$ cat src/hdl/pma_config.svh
/*
 * PMA configuration constants
 * Region count, widths and debug module bounds
 */
`ifndef PMA_CONFIG_SVH
`define PMA_CONFIG_SVH

// Number of programmable regions
`define PMA_NUM_REGIONS 4

// Width of the region index on the write port
`define PMA_IDX_W 2

// Byte address width of a request
`define PMA_ADDR_W 32

// Debug module region in word addresses
// High bound is exclusive
// The region hit itself is flagged by the core
`define PMA_DBG_LOW 32'h0000_0400
`define PMA_DBG_HIGH 32'h0000_0600

`endif

$ cat src/hdl/pma_pkg.sv
/*
 * PMA package
 * Attribute, region and field-select types with fixed attribute words
 */
`include "pma_config.svh"

package pma_pkg;

  // Attribute bits of one region
  // Bit order matches the write data layout 4 down to 0
  typedef struct packed {
    logic main;
    logic bufferable;
    logic cacheable;
    logic integrity;
    logic atomic;
  } pma_attr_t;

  localparam int PMA_ATTR_W = $bits(pma_attr_t);

  // One region entry, bounds are word addresses
  typedef struct packed {
    logic [31:0] word_addr_low;
    logic [31:0] word_addr_high;
    pma_attr_t   attr;
  } pma_region_t;

  // Whole region table
  typedef pma_region_t [`PMA_NUM_REGIONS-1:0] pma_table_t;

  // Field written by a configuration access
  typedef enum logic [1:0] {
    PMA_FIELD_LOW  = 2'd0,
    PMA_FIELD_HIGH = 2'd1,
    PMA_FIELD_ATTR = 2'd2,
    PMA_FIELD_RSVD = 2'd3
  } pma_field_e;

  // No region hit, I/O with nothing allowed
  localparam pma_attr_t PMA_ATTR_DEFAULT = '0;

  // Debug module range, main memory only
  localparam pma_attr_t PMA_ATTR_DEBUG = '{main: 1'b1, default: 1'b0};

endpackage

$ cat src/hdl/pma_cfg_if.sv
/*
 * PMA configuration interface
 * Region table, enables and default attributes from registers to checker
 */
`timescale 1ns/100ps
`include "pma_config.svh"

interface pma_cfg_if import pma_pkg::*; ();

  // Programmed regions
  pma_table_t                  regions;

  // Set when high bound is above low bound
  logic [`PMA_NUM_REGIONS-1:0] region_en;

  // Attributes for an address with no hit
  pma_attr_t                   attr_default;

  // Register block side
  modport source (
    output regions,
    output region_en,
    output attr_default
  );

  // Checker side
  modport sink (
    input regions,
    input region_en,
    input attr_default
  );

endinterface

$ cat src/hdl/pma_cfg_regs.sv
/*
 * PMA region table
 * Run-time programmable bounds and attributes with a field write port
 */
`timescale 1ns/100ps
`include "pma_config.svh"

module pma_cfg_regs import pma_pkg::*; (
  input  logic                  clk_i,
  input  logic                  rst_n_i,
  input  logic                  cfg_we_i,
  input  logic [`PMA_IDX_W-1:0] cfg_idx_i,
  input  pma_field_e            cfg_sel_i,
  input  logic [31:0]           cfg_wdata_i,
  pma_cfg_if.source             cfg
);

  // Table needs at least one region
  if (`PMA_NUM_REGIONS < 1) begin : g_bad_cfg
    $error("PMA_NUM_REGIONS must be at least 1");
  end

  pma_table_t                  regions_q;
  logic [`PMA_NUM_REGIONS-1:0] region_en_q;

  // Entry after the write is applied
  pma_region_t                 wr_region;
  logic                        wr_en;
  logic                        wr_valid;

  ////////////////////
  // Write decode
  ////////////////////

  // Reserved field leaves the table alone
  assign wr_valid = cfg_we_i && (cfg_sel_i != PMA_FIELD_RSVD);

  always_comb begin
    // Start from the current entry
    wr_region = regions_q[cfg_idx_i];
    case (cfg_sel_i)
      PMA_FIELD_LOW: begin
        wr_region.word_addr_low = cfg_wdata_i;
      end
      PMA_FIELD_HIGH: begin
        wr_region.word_addr_high = cfg_wdata_i;
      end
      PMA_FIELD_ATTR: begin
        // main, bufferable, cacheable, integrity, atomic from bit 4 down
        wr_region.attr = pma_attr_t'(cfg_wdata_i[PMA_ATTR_W-1:0]);
      end
      default: begin
      end
    endcase
  end

  // Region enable from the new bounds
  // High bound is exclusive so equal bounds cover nothing
  assign wr_en = wr_region.word_addr_high > wr_region.word_addr_low;

  ////////////////////
  // Table storage
  ////////////////////

  always_ff @(posedge clk_i) begin
    if (!rst_n_i) begin
      // All regions empty, every address falls to the default
      regions_q   <= '0;
      region_en_q <= '0;
    end else if (wr_valid) begin
      regions_q[cfg_idx_i]   <= wr_region;
      region_en_q[cfg_idx_i] <= wr_en;
    end
  end

  ////////////////////
  // Interface drive
  ////////////////////

  assign cfg.regions      = regions_q;
  assign cfg.region_en    = region_en_q;
  assign cfg.attr_default = PMA_ATTR_DEFAULT;

  // Software must stay inside the implemented table
  a_idx_in_range : assert property (
    @(posedge clk_i) disable iff (!rst_n_i)
    cfg_we_i |-> (int'(cfg_idx_i) < `PMA_NUM_REGIONS)
  ) else $error("PMA write to region %0d beyond table", cfg_idx_i);

endmodule

$ cat src/hdl/pma_check.sv
/*
 * PMA checker
 * Region match, access rules and attribute outputs, one cycle latency
 */
`timescale 1ns/100ps
`include "pma_config.svh"

module pma_check import pma_pkg::*; (
  input  logic                   clk_i,
  input  logic                   rst_n_i,
  pma_cfg_if.sink                cfg,

  // Request
  input  logic                   req_valid_i,
  input  logic [`PMA_ADDR_W-1:0] req_addr_i,
  input  logic                   req_debug_region_i,  // Address inside debug module range
  input  logic                   req_pushpop_i,
  input  logic                   req_fetch_i,
  input  logic                   req_misaligned_i,
  input  logic                   req_load_i,
  input  logic                   req_atomic_i,

  // Response
  output logic                   rsp_valid_o,
  output logic                   rsp_err_o,
  output logic                   rsp_integrity_o,
  output logic                   rsp_bufferable_o,
  output logic                   rsp_cacheable_o
);

  logic [31:0] word_addr;
  pma_attr_t   attr;
  logic        err_d;
  logic        bufferable_d;

  // Bounds are held as word addresses
  assign word_addr = {2'b00, req_addr_i[31:2]};

  ////////////////////
  // Region select
  ////////////////////

  always_comb begin
    // No hit falls back to the default word
    attr = cfg.attr_default;

    // Walk downward so the lowest index is written last
    for (int i = `PMA_NUM_REGIONS-1; i >= 0; i--) begin
      if (cfg.region_en[i] &&
          (word_addr >= cfg.regions[i].word_addr_low) &&
          (word_addr <  cfg.regions[i].word_addr_high)) begin
        attr = cfg.regions[i].attr;
      end
    end

    // Debug module range overrides the table
    if (req_debug_region_i) begin
      attr = PMA_ATTR_DEBUG;
    end
  end

  ////////////////////
  // Access rules
  ////////////////////

  always_comb begin
    err_d = 1'b0;

    // Atomics need the atomic attribute
    if (req_atomic_i && !attr.atomic) begin
      err_d = 1'b1;
    end

    // Atomics must be aligned
    if (req_atomic_i && req_misaligned_i) begin
      err_d = 1'b1;
    end

    // Fetch only from main memory
    if (req_fetch_i && !attr.main) begin
      err_d = 1'b1;
    end

    // No split access to I/O
    if (req_misaligned_i && !attr.main) begin
      err_d = 1'b1;
    end

    // Push and pop stay in main memory
    if (req_pushpop_i && !attr.main) begin
      err_d = 1'b1;
    end
  end

  // Fetches and loads are never bufferable
  assign bufferable_d = attr.bufferable && !req_fetch_i && !req_load_i;

  ////////////////////
  // Response stage
  ////////////////////

  always_ff @(posedge clk_i) begin
    if (!rst_n_i) begin
      rsp_valid_o      <= 1'b0;
      rsp_err_o        <= 1'b0;
      rsp_integrity_o  <= 1'b0;
      rsp_bufferable_o <= 1'b0;
      rsp_cacheable_o  <= 1'b0;
    end else begin
      // Idle cycles give an all-zero response
      rsp_valid_o      <= req_valid_i;
      rsp_err_o        <= req_valid_i && err_d;
      rsp_integrity_o  <= req_valid_i && attr.integrity;
      rsp_bufferable_o <= req_valid_i && bufferable_d;
      rsp_cacheable_o  <= req_valid_i && attr.cacheable;
    end
  end

  // No response left over from before reset
  a_no_rsp_after_rst : assert property (
    @(posedge clk_i) !rst_n_i |=> !rsp_valid_o
  ) else $error("PMA response valid right after reset");

  // Error only comes with a response
  a_err_needs_valid : assert property (
    @(posedge clk_i) disable iff (!rst_n_i)
    !rsp_valid_o |-> !rsp_err_o
  ) else $error("PMA error without a response");

endmodule

$ cat src/hdl/pma_unit_top.sv
/*
 * PMA unit top level
 * Region table registers beside the access checker
 */
`timescale 1ns/100ps
`include "pma_config.svh"

module pma_unit_top import pma_pkg::*; (
  input  logic                   clk_i,
  input  logic                   rst_n_i,

  // Configuration write
  input  logic                   cfg_we_i,
  input  logic [`PMA_IDX_W-1:0]  cfg_idx_i,
  input  pma_field_e             cfg_sel_i,
  input  logic [31:0]            cfg_wdata_i,

  // Request
  input  logic                   req_valid_i,
  input  logic [`PMA_ADDR_W-1:0] req_addr_i,
  input  logic                   req_debug_region_i,
  input  logic                   req_pushpop_i,
  input  logic                   req_fetch_i,
  input  logic                   req_misaligned_i,
  input  logic                   req_load_i,
  input  logic                   req_atomic_i,

  // Response, one cycle after the request
  output logic                   rsp_valid_o,
  output logic                   rsp_err_o,
  output logic                   rsp_integrity_o,
  output logic                   rsp_bufferable_o,
  output logic                   rsp_cacheable_o
);

  // Table path from registers to checker
  pma_cfg_if i_cfg_if ();

  ////////////////////
  // Region table
  ////////////////////

  pma_cfg_regs i_cfg_regs (
    .clk_i       (clk_i),
    .rst_n_i     (rst_n_i),
    .cfg_we_i    (cfg_we_i),
    .cfg_idx_i   (cfg_idx_i),
    .cfg_sel_i   (cfg_sel_i),
    .cfg_wdata_i (cfg_wdata_i),
    .cfg         (i_cfg_if.source)
  );

  ////////////////////
  // Checker
  ////////////////////

  pma_check i_check (
    .clk_i              (clk_i),
    .rst_n_i            (rst_n_i),
    .cfg                (i_cfg_if.sink),
    .req_valid_i        (req_valid_i),
    .req_addr_i         (req_addr_i),
    .req_debug_region_i (req_debug_region_i),
    .req_pushpop_i      (req_pushpop_i),
    .req_fetch_i        (req_fetch_i),
    .req_misaligned_i   (req_misaligned_i),
    .req_load_i         (req_load_i),
    .req_atomic_i       (req_atomic_i),
    .rsp_valid_o        (rsp_valid_o),
    .rsp_err_o          (rsp_err_o),
    .rsp_integrity_o    (rsp_integrity_o),
    .rsp_bufferable_o   (rsp_bufferable_o),
    .rsp_cacheable_o    (rsp_cacheable_o)
  );

endmodule

$ cat config.mk
export PLATFORM = sky130hd
export DESIGN_NAME = pma_unit_top
export DESIGN_NICKNAME = d
export VERILOG_FILES = /design/src/hdl/pma_pkg.sv /design/src/hdl/pma_cfg_if.sv /design/src/hdl/pma_cfg_regs.sv /design/src/hdl/pma_check.sv /design/src/hdl/pma_unit_top.sv
export VERILOG_INCLUDE_DIRS = /design/src /design/src/hdl
export SDC_FILE = /design/constraint.sdc
export NUM_CORES = 1
export LEC_CHECK = 0
export BUFFER_PORTS_ARGS = -buffer_cell sky130_fd_sc_hd__buf_4
export CORE_ASPECT_RATIO = 2
export CORE_MARGIN = 3
export CORE_UTILIZATION = 43
export DETAILED_ROUTE_END_ITERATION = 7
export HOLD_SLACK_MARGIN = 0.1
export SKIP_LAST_GASP = 1
export SLEW_MARGIN = 20
export SYNTH_ARGS = -nofsm -noshare
export SYNTH_HDL_FRONTEND = slang
export SYNTH_SLANG_ARGS = --single-unit
$ cat constraint.sdc
create_clock -name clk_i -period 9.55 [get_ports clk_i]
set_input_delay 1.91 -clock clk_i [delete_from_list [all_inputs] [get_ports clk_i]]
set_output_delay 1.91 -clock clk_i [all_outputs]
set_load 0.05 [all_outputs]
# After elaboration in Yosys (flattened, before gate mapping)
# Index checks and enable logic that the tools add are counted.
# Widths: inputs -> output; s select.
[classes] add_sub_neg=0 n_mul=0 div_mod_pow=0 n_lt_le_gt_ge=11 eq_ne=3 shift=0 n_mux=21 bitwise_logic=0 n_reduce_logical=26
[op_table] op="$bwmux 276" n=1
[op_table] op="$bmux 69 s2" n=1
[op_table] op="$demux 69 s2" n=1
[op_table] op="$mux 69" n=2
[op_table] op="$ge 30x32->1" n=4
[op_table] op="$lt 30x32->1" n=4
[op_table] op="$mux 32" n=2
[op_table] op="$gt 32x32->1" n=1
[op_table] op="$mux 5" n=6
[op_table] op="$logic_and 1x1->1" n=21
[op_table] op="$mux 1" n=6
[op_table] op="$bwmux 4" n=1
[op_table] op="$logic_not 1->1" n=4
[op_table] op="$lt 2x3->1 const B" n=1
[op_table] op="$demux 1 s2" n=1
[op_table] op="$eq 2x1->1 const B" n=1
[op_table] op="$eq 2x2->1 const B" n=1
[op_table] op="$ge 2x1->1 const B" n=1
[op_table] op="$logic_not 2->1" n=1
[op_table] op="$ne 2x2->1 const B" n=1
[totals] regBits=285 latchBits=0 ramBits=0 rom_bits=0 input_bits=78 out_inout_bits=5 elab_cells=95 memories=0

# Logic depth before layout (Yosys ltp)
# Gate-level depths: netlist of run 1.
[depth] word_depth=16 mapped_depth=15 depth_no_buf=13

# Hierarchy
# A second synthesis of run 1 with hierarchy kept.
[hier_totals] cells_unflattened=2112 area_unflattened_um2=19489.9
[by_module_without_submodules] module="pma_cfg_regs" n_inst=1 cells_each=1238 area_per_inst_um2=13133.8 seq_area_each_um2=5605.4
[by_module_without_submodules] module="pma_check" n_inst=1 cells_each=874 area_per_inst_um2=6356.1 seq_area_each_um2=100.1

# Worst setup path after synthesis of run 1
# OpenSTA, ideal clock, no wires.
[synth_timing] path_type="input -> register" start="in cfg_idx_i[0]" end="reg i_cfg_regs.region_en_q[0] (netlist: i_cfg_regs.cfg.region_en[0])" arrival_ns=4.802 slack_ns=4.616 stages=14 path_cell_list="buf_2 > buf_2 > mux4_2 > mux2i_1 > inv_1 > ha_1 > nand4_1 > nor4_1 > nand3_1 > o21a_1 > and3_1 > a32o_1 > a21oi_1 > o21ai_0"
[synth_rtl] item="from (decl)" line="pma_unit_top.sv:14" rtl="input logic [`PMA_IDX_W-1:0] cfg_idx_i,"
[synth_rtl] item="to (signal, indexed assignment)" line="pma_cfg_regs.sv:72" rtl="region_en_q[cfg_idx_i] <= wr_en;"
[synth_rtl] item="to (decl)" line="pma_cfg_regs.sv:24" rtl="logic [`PMA_NUM_REGIONS-1:0] region_en_q;"

==> results.md, run 1 <==
- Status: completed
- First-pass GRT wire length: 92.37 mm
- Clock latency on the worst-skew pair: 0.58 ns
- PortBufs: 80
- Critical Path Source Type: input port
- Worst path required time: 10.04 ns
- Met2 wire length: 31.80 mm
- Yosys top cell by area: dfxtp_1
- Clock Sinks: 285
- Postcts setup bufs: 0
- Post-synth EDFFs: 0
- Starting DRT DRC Count: 743
- H-Tree Depth: 1
- GRT Util Overall: 24.59%
- Hold Path Sink: i_cfg_regs.cfg.region_en[2]
- IO Pins: 83
- Clk_skew: 0.01505 ns
- Syn avg cell area: 9.186 µm²
- Wl on met1: 22.12 mm
- Hold Crit Depth: 2
- Most frequent cells after synthesis: nand2_1 (335), dfxtp_1 (285), o211a_1 (276)
- R2R Setup Slk: 5.81 ns
- Routed WL: 60.20 mm
- CP arrival: 6.43 ns
- Root buf cell: clkbuf_16
- Area grow syn2layout: 10.15%
- Worst vdd ir: 0.0001328 V
- F_max: 0.1683 GHz
- Yosys top cell area share: 29.30%
- Period utilisation layout: 62.22%
- Clock transition at path regs: 0.07 ns
- Max_cap viols: 0
- Fin. max-slew vios: 0
- Post-cts resize count: 0
- Die Y: 307.0 µm
- Pwr per Cell Area: 144.6 nW/µm²
- Vias/cell: 5.966
- Final ANT Viol Nets: 0
- Unrepaired setup endpoints after global routing: false
- Core ar.: 44460 µm²
- RR Startpoint: i_cfg_regs.cfg.regions[235]
- DIE AREA: 48040 µm²
- Pin count of the biggest net entering global routing: 131
- Final Hold Viols: 0
- Hpwl dp: 43.71 mm
- Number of global-route vias before repair: 16.44k
- Crit. End Element: flop
- Hold path start: i_cfg_regs.cfg.region_en[2]
- CTS Hold Bufs: 0
- Fillers: 4279
- Ratio of cells with drive above 1 in the final layout: 10.81%
- Normalized max-slew margin: 31.66%
- WHS: 0.4618 ns
- Worst setup path class: in2reg
- Leak: 11.59 nW
- Drt drc: 0
- FFs w/ async S/R, synth: 0%
- Main synth FF type: dfxtp_1
- CTS Buf Count: 28
- Synth Warn #: 0
- Cells after Synth: 2120
- Drt pass-1 iters: 8
- Cell Chain, Critical Path: buf_4 > buf_4 > mux4_2 > mux2i_1 > inv_1 > ha_1 > nand4_1 > nor4_1 > nand3_1 > o311ai_0 > a21oi_1 > o21ai_0
- CTS tree: built
- Global route overflow: 0
- Hold Crit Class: reg2reg
- Syn Nets: 2466
- Clk buf depth: 3
- Via Count: 16.11k
- RePlAce Congestion: 0.8875
- Std-Cell Rows: 109
- Min Clock Period, post-route: 5.942 ns
- Setup_tns: 0 ns
- Crit-path max FO: 45
- Wirelength per Cell: 22.29 µm
- N_diodes: 0
- Setup violations, final: 0
- Starting Density: 43.80%
- Uppermost routed layer: met4
- Seq/Total Area, Yosys: 29.30%
- R2R cell count: 10
- Slowest cell on the critical path: o311ai_0
- Number of synthesized register bits: 285
- Post-Syn Area: 19470 µm²
- Least-Margin Pin Slew: 1.023 ns
- Reg-to-reg endpoint: i_cfg_regs.cfg.region_en[0]
- Cell with the most instances after synthesis: nand2_1
- Met3 WL: 1.955 mm
- Yosys cell types: 61
- CP peak stage delay: 0.81 ns
- Final #Nets: 2471
- Die extent in x: 156.5 µm
- Area contributors post-synth: dfxtp_1 (29%), ha_1 (17%), o211a_1 (14%)
- Antenna violations before repair: 0
- Most common cell on crit path: buf_4
-- report_power, final --
part,internal (mW),total [mW],switching (mW)
logic,0.256,0.628,0.372
registers,1.24,1.29,0.0441
clock network,0.664,1.19,0.522
total,2.16,3.10,0.939
-- state kept, by name (all words and copies together), names as in the netlist --
name                      count
i_cfg_regs.cfg.region_en      4
i_cfg_regs.cfg.regions      276
i_check.rsp_bufferable_o      1
i_check.rsp_cacheable_o       1
i_check.rsp_err_o             1
i_check.rsp_integrity_o       1
i_check.rsp_valid_o           1
-- worst max path at each step --
stage	startpoint	to	slack (ns)
2_1_floorplan	cfg_idx_i[0]	i_cfg_regs.cfg.region_en[0]	4.62
3_3_place_gp	cfg_idx_i[1]	i_cfg_regs.cfg.region_en[3]	3.17
3_5_place_dp	cfg_idx_i[1]	i_cfg_regs.cfg.region_en[3]	3.15
4_1_cts	cfg_idx_i[1]	i_cfg_regs.cfg.region_en[0]	3.73
5_1_grt	cfg_idx_i[0]	i_cfg_regs.cfg.region_en[3]	3.49
6_report	cfg_idx_i[1]	i_cfg_regs.cfg.region_en[0]	3.61
-- cells by family (layout without fill, tap and decap cells) --
logic type               count (synthesis)  in the layout  share of synthesized area (%)
AO/OA/AOI/OAI                          531            531                          22.67
AND/OR/NAND/NOR                        508            508                          11.69
buffers and inverters                  390            416                          7.594
flip-flops                             285            285                          29.30
adder cells (fa/ha/maj)                268            268                          17.22
multiplexers                           138            138                          11.53
-- final cells by class --
class / count / area (µm²) / share of cell area [%]
inverters: 272 / 1021 / 4.759
clock inverters: 17 / 190.2 / 0.8866
well taps: 555 / 694.4 / 3.237
flip-flops and latches: 285 / 5705 / 26.60
multi-input cells: 1445 / 12330 / 57.47
repair buffers: 93 / 737.0 / 3.435
clock buffers: 34 / 774.5 / 3.610
-- placed cells by master (no fill, tap or decap), types with 8 or more instances in the layout --
cell,count
inv_1,272
a31oi_1,8
o21ai_0,54
a211oi_1,20
clkbuf_16,29
nor3_1,12
nand4_1,32
buf_4,90
nand2_1,335
nand2b_1,10
a21oi_1,81
nor2_1,40
nand3_1,25
nor2b_1,9
o211a_1,276
mux2i_1,69
dfxtp_1,285
ha_1,268
and3_1,9
mux4_2,69
a21o_1,29
-- through the flow --
| step | area (µm²) | total power [mW] | utilization [%] | cells | setup WS, ns |
|---|---|---|---|---|---|
| after floorplan | 19470 | 1.715 | - | 2120 | 4.616 |
| after global placement | 20450 | 1.920 | 46.00 | 2649 | 3.175 |
| after detailed placement | 20450 | 1.939 | 46.00 | 2649 | 3.151 |
| after CTS | 21420 | 3.125 | 48.17 | 2700 | 3.726 |
| after global routing | 21450 | 3.240 | 48.25 | 2701 | 3.489 |
| final | 21450 | 3.101 | 48.25 | 2701 | 3.608 |
-- metal layers --
layer / track usage (%) / vias to the layer above
met5: 0 / -
met3: 2.324 / 150
met2: 45.84 / 387
li1: - / 7686
met1: 26.15 / 7890
met4: 14.98 / 0
-- worst max-delay path, delay by kind of cell --
kind	cells	cell delay, ns
buffers and inverters	3	1.29
adders and majority gates	1	0.40
AOI/OAI and AO/OA	3	1.05
muxes	2	0.78
and+or+nand+nor	3	0.96
No activity file was read; power rests on OpenSTA's default activity.
==> run 2: changes to the inputs <==
- clock period: 9.55 -> 5.8 ns (I/O delays scaled with it)
==> run 2 against run 1 <==
  * Final area grew 0.78%
  * Flip-flop and latch count is the same
  * Total power grew 66%
  * Register-to-register slack lost 3.7 ns
  * Clock power grew 65%
==> results.md, run 2 (synthesized netlist as in run 1, its figures left out) <==
- Min Clock Period, post-route: 4.511 ns
- Die extent in x: 156.5 µm
- Hpwl dp: 44.85 mm
- Starting DRT DRC Count: 867
- Most frequent cells in the layout: nand2_1 (335), dfxtp_1 (285), o211a_1 (276), inv_1 (272), ha_1 (268)
- Crit. End Element: flop
- First-pass GRT wire length: 93.94 mm
- H-Tree Depth: 1
- CTS Hold Bufs: 0
- CTS Buf Count: 28
- Starting Density: 43.80%
- Worst setup path class: in2reg
- Crit-path max FO: 34
- Max FFs per register: 276
- Leak: 11.70 nW
- Hold Crit Class: reg2reg
- Clk_skew: 0.01609 ns
- Status: completed
- Storage element area: 5705 µm²
- Final #Nets: 2488
- Area grow syn2layout: 11.01%
- Final Hold Viols: 0
- Unrepaired setup endpoints after global routing: false
- Drt pass-1 iters: 5
- Hold Crit Depth: 2
- R2R Setup Slk: 2.15 ns
- Ratio of cells with drive above 1 in the final layout: 11.28%
- N_diodes: 0
- RR Startpoint: i_cfg_regs.cfg.regions[28]
- Final Core Density: 48.62%
- Hold path start: i_cfg_regs.cfg.region_en[2]
- Reg-to-reg endpoint: i_check.rsp_err_o
- Vias/cell: 5.958
- Drt drc: 0
- Commonest non-fill, non-tap cell in the layout: nand2_1
- Internal power: 3.599 mW
- R2R cell count: 11
- GRT Util Overall: 25.17%
- IO Pins: 83
- DIE AREA: 48040 µm²
- Switching part of the total: 29.91%
- Wirelength per Cell: 22.58 µm
- Root buf cell: clkbuf_16
- Fin. max-slew vios: 0
- Slowest cell on the critical path: mux4_2
- Max_cap viols: 0
- RePlAce Congestion: 0.8587
- Global route overflow: 0
- CP peak stage delay: 0.54 ns
- Fillers: 4196
- Flop pwr share: 41.3%
- Final ANT Viol Nets: 0
- Setup_tns: 0 ns
- F_max: 0.2217 GHz
- Area of the multi-input gates: 12320 µm²
- Std-Cell Rows: 109
- Pin count of the biggest net entering global routing: 116
- Number of global-route vias before repair: 16.77k
- Clock transition at path regs: 0.07 ns
- Die Y: 307.0 µm
- Most common cell on crit path: nand4_1
- Normalized max-slew margin: 22.63%
- WHS: 0.4694 ns
- Clock Sinks: 285
- Combinational Power Share: 20.4%
- PortBufs: 80
- Clk buf depth: 3
- Period utilisation layout: 77.78%
- Worst path required time: 6.24 ns
- NetSw: 1.535 mW
- Critical Path Source Type: input port
- Hold Path Sink: i_cfg_regs.cfg.region_en[2]
- CP arrival: 4.95 ns
- Antenna violations before repair: 0
- Clk pwr share: 38.3%
- Cell Chain, Critical Path: buf_4 > buf_12 > mux4_2 > mux2i_1 > inv_1 > ha_1 > nand4_1 > nor2_1 > nand4_1 > o21a_1 > and3_1 > a32o_1 > a21oi_1 > o21ai_0
- Routed WL: 61.37 mm
- Core ar.: 44460 µm²
- Least-Margin Pin Slew: 1.161 ns
- Setup violations, final: 0
- Clock latency on the worst-skew pair: 0.57 ns
- CTS tree: built
- Postcts setup bufs: 0
- Pwr per Cell Area: 237.5 nW/µm²
- Via Count: 16.19k
- Worst vdd ir: 0.0001924 V
- Post-cts resize count: 0
run 2: worst max path at each step:
stage               cells past startpoint  slack, ns    startpoint                     endpoint
floorplan                              14       1.62  cfg_idx_i[0]  i_cfg_regs.cfg.region_en[0]
global placement                       14       0.81  cfg_idx_i[1]  i_cfg_regs.cfg.region_en[2]
detailed placement                     14       0.68  cfg_idx_i[0]  i_cfg_regs.cfg.region_en[1]
CTS                                    14       1.30  cfg_idx_i[0]  i_cfg_regs.cfg.region_en[1]
global route                           14       0.99  cfg_idx_i[0]  i_cfg_regs.cfg.region_en[0]
finish                                 14       1.29  cfg_idx_i[0]  i_cfg_regs.cfg.region_en[1]
run 2: cell type report:
cell class / instances / area share (%)
clock buffers: 38 / 3.600
clock inverters: 13 / 0.8161
inverters: 272 / 4.723
multi-input cells: 1445 / 57.00
flip-flops and latches: 285 / 26.39
well taps: 555 / 3.212
repair buffers: 110 / 4.254
run 2: per-layer routing:
layer  vias up  global-route usage (%)  wire [µm]
met5         -                       0          0
met2       400                   47.97      33080
met4         0                   14.98       4291
met1      7918                   25.98      21940
li1       7704                       -          -
met3       171                   2.380       2060
run 2: critical path: cells and delay by family:
family | cells | cell delay [ns]
adder cells (fa/ha/maj) | 1 | 0.34
AND/OR/NAND/NOR | 4 | 0.88
multiplexers | 2 | 0.95
buffers and inverters | 3 | 0.85
AO/OA/AOI/OAI | 4 | 0.72
run 2: power by group through the flow:
stage / sequential, mW / clock [mW] / combinational [mW]
floorplan: 2.14 / 0 / 0.682
global placement: 2.16 / 0 / 1.02
detailed placement: 2.16 / 0 / 1.05
CTS: 2.12 / 2.01 / 1.05
global route: 2.13 / 2.07 / 1.16
finish: 2.12 / 1.96 / 1.05
run 2: through the flow:
stage | std cells | total power [mW] | worst slack (ns) | instance area [µm²]
2_1_floorplan | 2120 | 2.823 | 1.616 | 19470
3_3_place_gp | 2667 | 3.180 | 0.8069 | 20660
3_5_place_dp | 2667 | 3.212 | 0.6767 | 20660
4_1_cts | 2718 | 5.180 | 1.299 | 21620
5_1_grt | 2718 | 5.365 | 0.9931 | 21620
6_report | 2718 | 5.134 | 1.289 | 21620
